### src/fetch_settings.svh
`ifndef FETCH_SETTINGS_SVH
`define FETCH_SETTINGS_SVH

// datapath width, address and instruction
`define XLEN 32

`define RESET_PC 32'h8000_0000

// reads in flight, also response buffer depth (power of two)
`define FETCH_DEPTH 4

`define EPOCH_W 2

// read id = {SRC_ID, epoch}
`define ID_W 4
`define SRC_ID 2'b01

`endif
### src/pc_ctrl_pkg.sv
`default_nettype none

package pc_ctrl_pkg;

    // coarse class, enough to steer the pc
    typedef enum logic [2:0] {
        KIND_ALU,
        KIND_LOAD,
        KIND_STORE,
        KIND_BRANCH,
        KIND_JAL,
        KIND_JALR,
        KIND_MULDIV,
        KIND_SYSTEM
    } inst_kind_t;

    // sequencer issue state
    typedef enum logic [1:0] {
        PC_RUN,
        PC_HOLD_RESOLVE,   // waiting on branch/jalr outcome
        PC_HOLD_MD         // waiting on mul/div
    } pc_state_t;

endpackage

`default_nettype wire

### src/mem_bus_pkg.sv
`default_nettype none

`include "fetch_settings.svh"

package mem_bus_pkg;

    // byte address
    typedef logic [`XLEN-1:0] addr_t;

    // raw instruction word from memory
    typedef logic [`XLEN-1:0] inst_t;

    // tag on every read, src bits on top, epoch below
    typedef logic [`ID_W-1:0] bus_id_t;

    // flush generation
    typedef logic [`EPOCH_W-1:0] epoch_t;

endpackage

`default_nettype wire

### src/fetch_if.sv
`timescale 1ns/1ps
`default_nettype none

// one valid/ready beat between fetch stages
interface fetch_if;

    logic                valid;
    logic                ready;
    mem_bus_pkg::addr_t  pc;
    mem_bus_pkg::inst_t  inst;    // zero on the request side
    mem_bus_pkg::epoch_t epoch;

    modport src (
        output valid,
        output pc,
        output inst,
        output epoch,
        input  ready
    );

    modport dst (
        input  valid,
        input  pc,
        input  inst,
        input  epoch,
        output ready
    );

endinterface

`default_nettype wire

### src/fetch_top.sv
`timescale 1ns/1ps
`default_nettype none

module fetch_top (
    input  logic                    clk,
    input  logic                    rst_n,
    output logic                    ar_valid,
    input  logic                    ar_ready,
    output mem_bus_pkg::addr_t      ar_addr,
    output mem_bus_pkg::bus_id_t    ar_id,
    input  logic                    r_valid,
    input  mem_bus_pkg::inst_t      r_data,
    input  mem_bus_pkg::bus_id_t    r_id,
    input  logic                    redirect_valid,
    input  mem_bus_pkg::addr_t      redirect_pc,
    input  logic                    md_done,
    output logic                    out_valid,
    input  logic                    out_ready,
    output mem_bus_pkg::addr_t      out_pc,
    output mem_bus_pkg::inst_t      out_inst,
    output pc_ctrl_pkg::inst_kind_t out_kind
);

    fetch_if req_if ();
    fetch_if beat_if ();

    mem_bus_pkg::epoch_t     cur_epoch;
    logic                    jal_valid;
    mem_bus_pkg::addr_t      jal_target;
    logic                    hold_valid;
    pc_ctrl_pkg::inst_kind_t hold_kind;
    mem_bus_pkg::addr_t      hold_pc;

    pc_sequencer pc_sequencer_inst (
        .clk            (clk),
        .rst_n          (rst_n),
        .req            (req_if.src),
        .jal_valid      (jal_valid),
        .jal_target     (jal_target),
        .hold_valid     (hold_valid),
        .hold_kind      (hold_kind),
        .hold_pc        (hold_pc),
        .redirect_valid (redirect_valid),
        .redirect_pc    (redirect_pc),
        .md_done        (md_done),
        .cur_epoch      (cur_epoch)
    );

    fetch_port fetch_port_inst (
        .clk       (clk),
        .rst_n     (rst_n),
        .req       (req_if.dst),
        .beat      (beat_if.src),
        .cur_epoch (cur_epoch),
        .ar_valid  (ar_valid),
        .ar_ready  (ar_ready),
        .ar_addr   (ar_addr),
        .ar_id     (ar_id),
        .r_valid   (r_valid),
        .r_data    (r_data),
        .r_id      (r_id)
    );

    inst_predecode inst_predecode_inst (
        .clk        (clk),
        .rst_n      (rst_n),
        .beat       (beat_if.dst),
        .cur_epoch  (cur_epoch),
        .jal_valid  (jal_valid),
        .jal_target (jal_target),
        .hold_valid (hold_valid),
        .hold_kind  (hold_kind),
        .hold_pc    (hold_pc),
        .out_valid  (out_valid),
        .out_ready  (out_ready),
        .out_pc     (out_pc),
        .out_inst   (out_inst),
        .out_kind   (out_kind)
    );

endmodule

`default_nettype wire

### src/inst_predecode.sv
`timescale 1ns/1ps
`default_nettype none

`include "fetch_settings.svh"

module inst_predecode (
    input  logic                    clk,
    input  logic                    rst_n,
    fetch_if.dst                    beat,
    input  mem_bus_pkg::epoch_t     cur_epoch,
    output logic                    jal_valid,
    output mem_bus_pkg::addr_t      jal_target,
    output logic                    hold_valid,
    output pc_ctrl_pkg::inst_kind_t hold_kind,
    output mem_bus_pkg::addr_t      hold_pc,
    output logic                    out_valid,
    input  logic                    out_ready,
    output mem_bus_pkg::addr_t      out_pc,
    output mem_bus_pkg::inst_t      out_inst,
    output pc_ctrl_pkg::inst_kind_t out_kind
);

    pc_ctrl_pkg::inst_kind_t kind;
    mem_bus_pkg::addr_t      j_imm;
    logic                    in_fresh;
    logic                    take;
    logic                    is_hold;
    logic                    is_trig;

    logic                    valid_q;
    mem_bus_pkg::epoch_t     epoch_q;
    logic                    trig_q;   // this entry caused the last flush

    always_comb begin
        case (beat.inst[6:0])
            7'b0110011: begin
                if (beat.inst[31:25] == 7'b0000001) begin
                    kind = pc_ctrl_pkg::KIND_MULDIV;   // M extension
                end else begin
                    kind = pc_ctrl_pkg::KIND_ALU;
                end
            end
            7'b0000011: kind = pc_ctrl_pkg::KIND_LOAD;
            7'b0100011: kind = pc_ctrl_pkg::KIND_STORE;
            7'b1100011: kind = pc_ctrl_pkg::KIND_BRANCH;
            7'b1101111: kind = pc_ctrl_pkg::KIND_JAL;
            7'b1100111: kind = pc_ctrl_pkg::KIND_JALR;
            7'b1110011: kind = pc_ctrl_pkg::KIND_SYSTEM;
            default:    kind = pc_ctrl_pkg::KIND_ALU;   // op-imm, lui, auipc, fence
        endcase
    end

    // J-type immediate, bit 0 always zero
    assign j_imm = {{(`XLEN - 20){beat.inst[31]}}, beat.inst[19:12], beat.inst[20],
                    beat.inst[30:21], 1'b0};

    assign in_fresh   = (beat.epoch == cur_epoch);
    assign beat.ready = !valid_q || out_ready;
    assign take       = beat.valid && beat.ready && in_fresh;

    assign is_hold = (kind == pc_ctrl_pkg::KIND_BRANCH) || (kind == pc_ctrl_pkg::KIND_JALR)
                     || (kind == pc_ctrl_pkg::KIND_MULDIV);
    assign is_trig = is_hold || (kind == pc_ctrl_pkg::KIND_JAL);

    // pulses go out as the word enters the output register
    assign jal_valid  = take && (kind == pc_ctrl_pkg::KIND_JAL);
    assign jal_target = beat.pc + j_imm;
    assign hold_valid = take && is_hold;
    assign hold_kind  = kind;
    assign hold_pc    = beat.pc;

    always_ff @(posedge clk or negedge rst_n) begin
        if (!rst_n) begin
            valid_q <= 1'b0;
        end else if (take) begin
            valid_q <= 1'b1;
        end else if (out_ready) begin
            valid_q <= 1'b0;
        end else if (valid_q && (epoch_q != cur_epoch) && !trig_q) begin
            valid_q <= 1'b0;   // overtaken by a flush
        end
    end

    always_ff @(posedge clk) begin
        if (take) begin
            out_pc   <= beat.pc;
            out_inst <= beat.inst;
            out_kind <= kind;
            epoch_q  <= beat.epoch;
            trig_q   <= is_trig;
        end
    end

    assign out_valid = valid_q;

endmodule

`default_nettype wire

### src/fetch_port.sv
`timescale 1ns/1ps
`default_nettype none

`include "fetch_settings.svh"

module fetch_port (
    input  logic                 clk,
    input  logic                 rst_n,
    fetch_if.dst                 req,
    fetch_if.src                 beat,
    input  mem_bus_pkg::epoch_t  cur_epoch,
    output logic                 ar_valid,
    input  logic                 ar_ready,
    output mem_bus_pkg::addr_t   ar_addr,
    output mem_bus_pkg::bus_id_t ar_id,
    input  logic                 r_valid,
    input  mem_bus_pkg::inst_t   r_data,
    input  mem_bus_pkg::bus_id_t r_id
);

    localparam int DEPTH = `FETCH_DEPTH;
    localparam int PTR_W = $clog2(DEPTH);
    localparam int CNT_W = $clog2(DEPTH + 1);
    localparam logic [CNT_W:0] LIMIT = (CNT_W + 1)'(DEPTH);

    logic                rq_valid;
    mem_bus_pkg::addr_t  rq_pc;
    mem_bus_pkg::epoch_t rq_epoch;
    logic                ar_hs;
    logic                req_hs;
    logic [CNT_W-1:0]    out_cnt;   // reads issued, no response yet
    logic [CNT_W-1:0]    buf_cnt;
    logic [CNT_W:0]      used;

    mem_bus_pkg::addr_t  pcq_mem [DEPTH];
    logic [PTR_W-1:0]    pcq_wr;
    logic [PTR_W-1:0]    pcq_rd;

    mem_bus_pkg::addr_t  buf_pc    [DEPTH];
    mem_bus_pkg::inst_t  buf_inst  [DEPTH];
    mem_bus_pkg::epoch_t buf_epoch [DEPTH];
    logic [PTR_W-1:0]    buf_wr;
    logic [PTR_W-1:0]    buf_rd;

    mem_bus_pkg::epoch_t rsp_epoch;
    logic                rsp_keep;
    logic                head_stale;
    logic                buf_pop;

    assign ar_hs  = rq_valid && ar_ready;
    assign used   = {1'b0, out_cnt} + {1'b0, buf_cnt} + {{CNT_W{1'b0}}, rq_valid};
    // never more in flight than the buffer can take back
    assign req.ready = (used < LIMIT) && (!rq_valid || ar_ready);
    assign req_hs    = req.valid && req.ready;

    always_ff @(posedge clk or negedge rst_n) begin
        if (!rst_n) begin
            rq_valid <= 1'b0;
        end else if (req_hs) begin
            rq_valid <= 1'b1;
        end else if (ar_hs) begin
            rq_valid <= 1'b0;
        end
    end

    always_ff @(posedge clk) begin
        if (req_hs) begin
            rq_pc    <= req.pc;
            rq_epoch <= req.epoch;
        end
    end

    assign ar_valid = rq_valid;
    assign ar_addr  = rq_pc;
    assign ar_id    = {`SRC_ID, rq_epoch};

    // pc of each outstanding read, responses come back in order
    always_ff @(posedge clk) begin
        if (ar_hs) begin
            pcq_mem[pcq_wr] <= rq_pc;
        end
    end

    always_ff @(posedge clk or negedge rst_n) begin
        if (!rst_n) begin
            out_cnt <= '0;
            pcq_wr  <= '0;
            pcq_rd  <= '0;
        end else begin
            case ({ar_hs, r_valid})
                2'b10:   out_cnt <= out_cnt + 1'b1;
                2'b01:   out_cnt <= out_cnt - 1'b1;
                default: out_cnt <= out_cnt;
            endcase
            if (ar_hs) pcq_wr <= pcq_wr + 1'b1;
            if (r_valid) pcq_rd <= pcq_rd + 1'b1;
        end
    end

    assign rsp_epoch = r_id[`EPOCH_W-1:0];
    assign rsp_keep  = r_valid && (r_id[`ID_W-1:`EPOCH_W] == `SRC_ID)
                       && (rsp_epoch == cur_epoch);

    always_ff @(posedge clk) begin
        if (rsp_keep) begin
            buf_pc[buf_wr]    <= pcq_mem[pcq_rd];
            buf_inst[buf_wr]  <= r_data;
            buf_epoch[buf_wr] <= rsp_epoch;
        end
    end

    // flow changed after the entry went in
    assign head_stale = (buf_cnt != '0) && (buf_epoch[buf_rd] != cur_epoch);
    assign beat.valid = (buf_cnt != '0) && !head_stale;
    assign beat.pc    = buf_pc[buf_rd];
    assign beat.inst  = buf_inst[buf_rd];
    assign beat.epoch = buf_epoch[buf_rd];
    assign buf_pop    = (beat.valid && beat.ready) || head_stale;

    always_ff @(posedge clk or negedge rst_n) begin
        if (!rst_n) begin
            buf_cnt <= '0;
            buf_wr  <= '0;
            buf_rd  <= '0;
        end else begin
            case ({rsp_keep, buf_pop})
                2'b10:   buf_cnt <= buf_cnt + 1'b1;
                2'b01:   buf_cnt <= buf_cnt - 1'b1;
                default: buf_cnt <= buf_cnt;
            endcase
            if (rsp_keep) buf_wr <= buf_wr + 1'b1;
            if (buf_pop) buf_rd <= buf_rd + 1'b1;
        end
    end

endmodule

`default_nettype wire

### src/pc_sequencer.sv
`timescale 1ns/1ps
`default_nettype none

`include "fetch_settings.svh"

module pc_sequencer (
    input  logic                    clk,
    input  logic                    rst_n,
    fetch_if.src                    req,
    input  logic                    jal_valid,
    input  mem_bus_pkg::addr_t      jal_target,
    input  logic                    hold_valid,
    input  pc_ctrl_pkg::inst_kind_t hold_kind,
    input  mem_bus_pkg::addr_t      hold_pc,
    input  logic                    redirect_valid,
    input  mem_bus_pkg::addr_t      redirect_pc,
    input  logic                    md_done,
    output mem_bus_pkg::epoch_t     cur_epoch
);

    localparam mem_bus_pkg::addr_t STEP = 'd4;

    pc_ctrl_pkg::pc_state_t state_q;
    pc_ctrl_pkg::pc_state_t state_d;
    mem_bus_pkg::addr_t     pc_q;
    mem_bus_pkg::addr_t     pc_d;
    mem_bus_pkg::epoch_t    epoch_q;
    logic                   bump;
    logic                   req_hs;

    assign req_hs = req.valid && req.ready;

    // next pc: jal first, then hold/resume, then sequential
    always_comb begin
        state_d = state_q;
        pc_d    = pc_q;
        bump    = 1'b0;
        if (jal_valid) begin
            pc_d = jal_target;
            bump = 1'b1;
        end else if (hold_valid) begin
            // park the fall-through pc, used again after md_done
            pc_d = hold_pc + STEP;
            bump = 1'b1;
            if (hold_kind == pc_ctrl_pkg::KIND_MULDIV) begin
                state_d = pc_ctrl_pkg::PC_HOLD_MD;
            end else begin
                state_d = pc_ctrl_pkg::PC_HOLD_RESOLVE;
            end
        end else begin
            case (state_q)
                pc_ctrl_pkg::PC_HOLD_RESOLVE: begin
                    if (redirect_valid) begin
                        pc_d    = redirect_pc;
                        state_d = pc_ctrl_pkg::PC_RUN;
                    end
                end
                pc_ctrl_pkg::PC_HOLD_MD: begin
                    if (md_done) begin
                        state_d = pc_ctrl_pkg::PC_RUN;   // pc already hold_pc+4
                    end
                end
                default: begin
                    if (req_hs) begin
                        pc_d = pc_q + STEP;
                    end
                end
            endcase
        end
    end

    always_ff @(posedge clk or negedge rst_n) begin
        if (!rst_n) begin
            state_q <= pc_ctrl_pkg::PC_RUN;
            pc_q    <= `RESET_PC;
            epoch_q <= '0;
        end else begin
            state_q <= state_d;
            pc_q    <= pc_d;
            if (bump) begin
                epoch_q <= epoch_q + 1'b1;   // kills everything younger
            end
        end
    end

    // offer a fetch every cycle while running
    assign req.valid = (state_q == pc_ctrl_pkg::PC_RUN);
    assign req.pc    = pc_q;
    assign req.inst  = '0;
    assign req.epoch = epoch_q;

    assign cur_epoch = epoch_q;

endmodule

`default_nettype wire

### config.mk
export PLATFORM = sky130hd
export DESIGN_NAME = fetch_top
export DESIGN_NICKNAME = d
export VERILOG_FILES = /design/src/pc_ctrl_pkg.sv /design/src/mem_bus_pkg.sv /design/src/fetch_if.sv /design/src/fetch_top.sv /design/src/inst_predecode.sv /design/src/fetch_port.sv /design/src/pc_sequencer.sv
export VERILOG_INCLUDE_DIRS = /design/src
export SDC_FILE = /design/constraint.sdc
export NUM_CORES = 1
export LEC_CHECK = 0
export ABC_CLOCK_PERIOD_IN_PS = 3660
export BUFFER_PORTS_ARGS = -buffer_cell sky130_fd_sc_hd__buf_2
export CORE_MARGIN = 2
export CORE_UTILIZATION = 54
export DETAILED_ROUTE_END_ITERATION = 12
export PLACE_DENSITY_LB_ADDON = 0.25
export REMOVE_ABC_BUFFERS = 1
export SETUP_SLACK_MARGIN = 0.5
export SYNTH_ARGS = -nofsm -noshare
export SYNTH_HDL_FRONTEND = slang
export SYNTH_HIERARCHICAL = 1
export SYNTH_SLANG_ARGS = --single-unit
### constraint.sdc
create_clock -name clk -period 3.66 [get_ports clk]
set_clock_uncertainty 0.2 [all_clocks]
set_input_delay 0.732 -clock clk [delete_from_list [all_inputs] [get_ports clk]]
set_output_delay 0.732 -clock clk [all_outputs]
set_load 0.02 [all_outputs]
## Yosys cells after proc, flatten, opt, wreduce, memory -nomap -nowiden

Memories as Yosys holds them, arrays and structs flattened.
Index checks and enable logic that the tools add are counted.

| word-level totals | value |
|---|---|
| register bits after elaboration | 156 |
| logic and storage cells | 123 |
| bits in writable memories | 392 |
| memories kept | 4 |

Memories:

| memory | words | bits a word | rd ports | clocked after Yosys merged registers in | wr ports | line | text |
|---|---|---|---|---|---|---|---|
| fetch_port_inst.buf_inst | 4 | 32 | 1 | 0 | 1 | fetch_port.sv:40 | `mem_bus_pkg::inst_t buf_inst [DEPTH];` |
| fetch_port_inst.buf_pc | 4 | 32 | 1 | 0 | 1 | fetch_port.sv:39 | `mem_bus_pkg::addr_t buf_pc [DEPTH];` |
| fetch_port_inst.pcq_mem | 4 | 32 | 1 | 0 | 1 | fetch_port.sv:35 | `mem_bus_pkg::addr_t pcq_mem [DEPTH];` |
| fetch_port_inst.buf_epoch | 4 | 2 | 1 | 0 | 1 | fetch_port.sv:41 | `mem_bus_pkg::epoch_t buf_epoch [DEPTH];` |

| operators by class | value |
|---|---|
| multiplexer cells | 25 |
| order comparisons | 1 |
| reduce and logical (&&, ||, !) cells | 33 |
| bitwise gates (word level) | 1 |
| $add $sub $neg | 14 |
| equal/unequal tests | 27 |

Operators by type and width:

| cell | number |
|---|---|
| $mux 32 | 4 |
| $add 32x3->32 const B | 2 |
| $pmux 32 s2 | 1 |
| $add 32x32->32 | 1 |
| $eq 7x7->1 const B | 4 |
| $pmux 3 s7 | 1 |
| $eq 7x6->1 const B | 2 |
| $logic_and 1x1->1 | 13 |
| $pmux 3 s2 | 2 |
| $mux 1 | 11 |
| $add 2x1->2 const B | 5 |
| $eq 3x3->1 const B | 3 |
| $reduce_bool 3->1 | 3 |
| $eq 2x1->1 const B | 4 |
| $mux 2 | 4 |
| $eq 7x1->1 const B | 1 |
| $eq 7x2->1 const B | 1 |
| $add 3x1->3 const B | 2 |
| $eq 2x2->1 const B | 3 |
| $logic_or 1x1->1 | 6 |
| $ne 3x3->1 const B | 2 |
| $reduce_bool 2->1 | 3 |
| $sub 3x1->3 const B | 2 |
| $add 3x3->4 | 1 |
| 15 further kinds | 20 |

## Depth between registers and ports, before layout

An unclocked memory read counts as a cell.

| logic depth | value |
|---|---|
| word-level depth | 10 |
| depth in mapped cells | 17 |
| depth with buffers taken out | 14 |

## Cells and area by module

The synthesis kept the hierarchy.

By module, submodules not included:

| module | instances | cells each | area an instance (sq um) |
|---|---|---|---|
| fetch_port | 1 | 640 | 16,111.7 |
| inst_predecode | 1 | 387 | 4,302.9 |
| pc_sequencer | 1 | 458 | 3,559.7 |

## Least setup slack after synthesis

OpenSTA, ideal clock, no wires.

| timing | value |
|---|---|
| path kind | register to register |
| start point | reg fetch_port_inst.buf_rd[0] |
| end point | reg pc_sequencer_inst.pc_q[25], in the netlist pc_sequencer_inst/req.pc[25] |
| period minus slack after synthesis | 3.987 ns |
| arrival time | 3.648 ns |
| library setup time | 0.138 ns |
| setup slack | -0.327 ns |
| required time | 3.322 ns |
| stages on the path, launching flop included | 15 |
| cells stage by stage | dfrtp_1 > buf_6 > buf_4 > buf_2 > mux4_2 > ha_1 > fa_1 > a21o_1 > a221oi_2 > o221a_4 > o31a_4 > o21ai_1 > xor2_1 > a222oi_1 > o21ai_0 |

RTL lines:

| item | line | text |
|---|---|---|
| start, declared | fetch_port.sv:43 | `logic [PTR_W-1:0] buf_rd;` |
| start signal, assigned | fetch_port.sv:132 | `if (buf_pop) buf_rd <= buf_rd + 1'b1;` |
| $mem_v2 4x32 | n/a |  |
| named net beat_if.pc[1] | fetch_if.sv:9 | `mem_bus_pkg::addr_t pc;` |
| $add 32x32->32 | inst_predecode.sv:67 | `assign jal_target = beat.pc + j_imm;` |
| named net jal_target[25] | fetch_top.sv:29 | `mem_bus_pkg::addr_t jal_target;` |
| $mux 32 | pc_sequencer.sv:38 | `if (jal_valid) begin` |
| end signal, assigned | pc_sequencer.sv:75 | `` pc_q <= `RESET_PC; `` |
| end signal, assigned | pc_sequencer.sv:79 | `pc_q <= pc_d;` |
| end, declared | pc_sequencer.sv:25 | `mem_bus_pkg::addr_t pc_q;` |

The timed path passes the listed nets, and every way through them passes these cells.
A chain may end at the register's enable or synchronous reset.

## Final worst setup path

| timing | value |
|---|---|
| start point | reg fetch_port_inst.buf_rd[0] |
| end point | reg pc_sequencer_inst.pc_q[12], in the netlist pc_sequencer_inst/req.pc[12] |

RTL lines:

| item | line | text |
|---|---|---|
| $mem_v2 4x32 | n/a |  |
| named net beat_if.inst[25] | fetch_if.sv:10 | `mem_bus_pkg::inst_t inst;` |
| $add 32x32->32 | inst_predecode.sv:67 |  |
| named net jal_target[12] | fetch_top.sv:29 |  |
| $mux 32 | pc_sequencer.sv:38 |  |

The timed path passes the listed nets, and every way through them passes these cells.

==> results.cfg <==
[clock_tree]
cts_tree = yes
clockRootBuffer = clkbuf_16
htreeDepth = 2
clk_latency_ns = 0.62
clock-sinks = 548
cts_buffers = 56
cts_buffer_depth = 3
clk_pin_slew_ns = 0.06

[power_and_ir_drop]
leakagePower_nw = 11.0
p_int_w = 0.0185
p_clk_share_pct = 19.4
peakVddDrop_uv = 493
p_sw_share_pct = 36.4
power_frac_comb_pct = 49.1
seq_power_share_pct = 31.5
power_density_nw_per_um2 = 953
power_switching_w = 0.0106

[synth]
syn_inst = 1452
yosysWarnings = 6
syn_area_um2 = 23700
avgSynthCellArea_um2 = 16.3

[final_layout]
fin_cells = 2531
drive_gt1_share_pct = 41.8
nNetsFinal = 2023
area_growth_pct = 28.8
final_common_cell = edfxtp_1
utilization_pct = 70.7
nFillCells = 2753
layout_common_cells = edfxtp_1, buf_4, buf_2
multi_input_area_um2 = 7720
seq_area_um2 = 16200
fin_area_um2 = 30600

[flow_run]
maxCapViolCount = 0

[floorplan]
dieArea_um2 = 45600
die_x_um = 214
io-pin-count = 180
die_height_um = 214
row_count = 76
core_um2 = 43300
initial_core_util_pct = 54.8

[setup_path]
cp_cell_sequence = buf_12, buf_16, mux4_2, ha_4, a21o_1, a31o_1, o2111a_2, or2_1, a31oi_2, xnor2_2, a21oi_2, nand2_1, a31oi_1, nor2_1, o22ai_1, nor2_1
crit_start = fetch_port_inst/buf_rd[0]
critPathMaxStageDelay_ns = 0.55
critPathTopFamily = compound AO/OA/AOI/OAI gates
critPathBufInv = 2
required_ns = 3.98
critPathMaxFanout = 6
critical_path_class = reg -> reg
worst_setup_path_end_kind = register
start_kind = register
cpMostUsedCell = nor2_1
worstPathArrival_ns = 4.17
r2r_start = fetch_port_inst/buf_rd[0]
cpMaxStageDelayCell = dfrtp_4

[global_route]
grt-ovfl-total = 0
grt_pass1_vias = 14511
grt_usage_pct = 27.3
antenna_found_initial = 3
grt_start_max_net_pins = 47
grt_pass1_wl_um = 90400

[placed_design]
port_buffers = 177
placed_cells = 2338
post_dp_cell_area_um2 = 26700
place_hpwl_um = 41900
gp_congestion = 0.951
pre_cts_ws_ns = -0.316

[timing]
drv_slew = 0
clock.fmax_mhz = 260
setup_slack_ns = -0.188
setup_viol = 34
whs_ns = 0.128
fin_crit_ns = 3.85
hold_viol_final = 0
rsz0062_at_grt = true
finalCritPeriodShare_pct = 105
tightest_slew_ns = 1.19
slew_headroom_pct = 20.2

[route]
wire_per_inst_um = 25.2
first_pass_iters = 5
drc = 0
drt_iter0_drc = 1652
vias_per_cell = 5.97
wl_um = 63800
ant_nets = 0
num_vias = 15110

[outcome]
violations = negative setup slack
status = finished with violations

[min_path]
min_from = r_data[21]
holdCritPathClass = in -> reg
## worst reg2reg max path, delay by kind of cell (launching register included)
| family | cells | cell delay [ns] |
|---|---|---|
| multiplexers | 1 | 0.48 |
| XOR/XNOR | 1 | 0.12 |
| adder cells (fa/ha/maj) | 1 | 0.24 |
| AND/OR/NAND/NOR | 4 | 0.44 |
| AO/OA/AOI/OAI | 7 | 1.42 |
| buffers and inverters | 2 | 0.30 |
| flip-flops | 1 | 0.55 |
## registers in the layout, summed over array words and instances, names as in the netlist, 3 cells and up
signal / cells
fetch_port_inst/buf_pc: 128
inst_predecode_inst/out_inst: 32
fetch_port_inst/buf_inst: 128
fetch_port_inst/out_cnt: 3
fetch_port_inst/buf_epoch: 8
inst_predecode_inst/out_kind: 3
fetch_port_inst/ar_addr: 32
fetch_port_inst/pcq_mem: 128
inst_predecode_inst/out_pc: 32
fetch_port_inst/buf_cnt: 3
pc_sequencer_inst/req.pc: 32
## timing repair
action / 4_1_cts / 5_1_grt
buffers inserted: 32 / 37
hold buffers: 1 / 0
setup endpoints to repair: 76 / 108
resized for setup: 105 / 138
gates cloned: 7 / 12
pin swaps: 35 / 68
endpoints found under the hold margin: 24 / 0
## worst paths after layout
path | depth (start not counted) | to | slack [ns]
setup reg to reg | 16 | pc_sequencer_inst/req.pc[12] | -0.19
min in group asynchronous | 2 | fetch_port_inst/pcq_wr[1] | 0.53
hold / removal | 1 | fetch_port_inst/buf_inst[1][21] | 0.13
setup / recovery | 16 | pc_sequencer_inst/req.pc[12] | -0.19
max in group asynchronous | 3 | pc_sequencer_inst/req.pc[31] | 2.00
hold reg to reg | 0 | fetch_port_inst/ar_addr[1] | 0.26
## through the flow
| stage | power, W | setup TNS (ns) |
|---|---|---|
| floorplan | 0.0154 | -302.34 |
| CTS | 0.0276 | -0.820 |
| finish | 0.0291 | -2.70 |
| detailed placement | 0.0207 | -7.64 |
| global placement | 0.0204 | -6.84 |
| global route | 0.0304 | -5.64 |
## final cells by class
cell class / instances / area share (%)
Clock buffer: 72 / 4.81
Sequential cell: 548 / 53.0
Timing Repair Buffer: 484 / 12.9
Inverter: 27 / 0.417
Clock inverter: 31 / 1.09
Multi-Input combinational cell: 782 / 25.2
Antenna cell: 1 / 0.00818
Timing Repair inverter: 1 / 0.0982
Tap cell: 585 / 2.39
## routing by layer
layer,share of wire (%),GRT usage [%],vias up
li1,-,-,6607
met1,41,39.8,7657
met2,46,41.6,712
met3,8.7,5.57,130
met4,3.6,8.98,4
met5,0.042,0,-
## power groups by stage
stage | sequential (W) | clock [W] | combinational, W
2_1_floorplan | 0.00967 | 0 | 0.00573
3_3_place_gp | 0.00920 | 0 | 0.0112
3_5_place_dp | 0.00926 | 0 | 0.0114
4_1_cts | 0.00915 | 0.00573 | 0.0127
5_1_grt | 0.00928 | 0.00597 | 0.0152
6_report | 0.00917 | 0.00566 | 0.0143
Note: power is estimated with default switching activity, not from simulation.
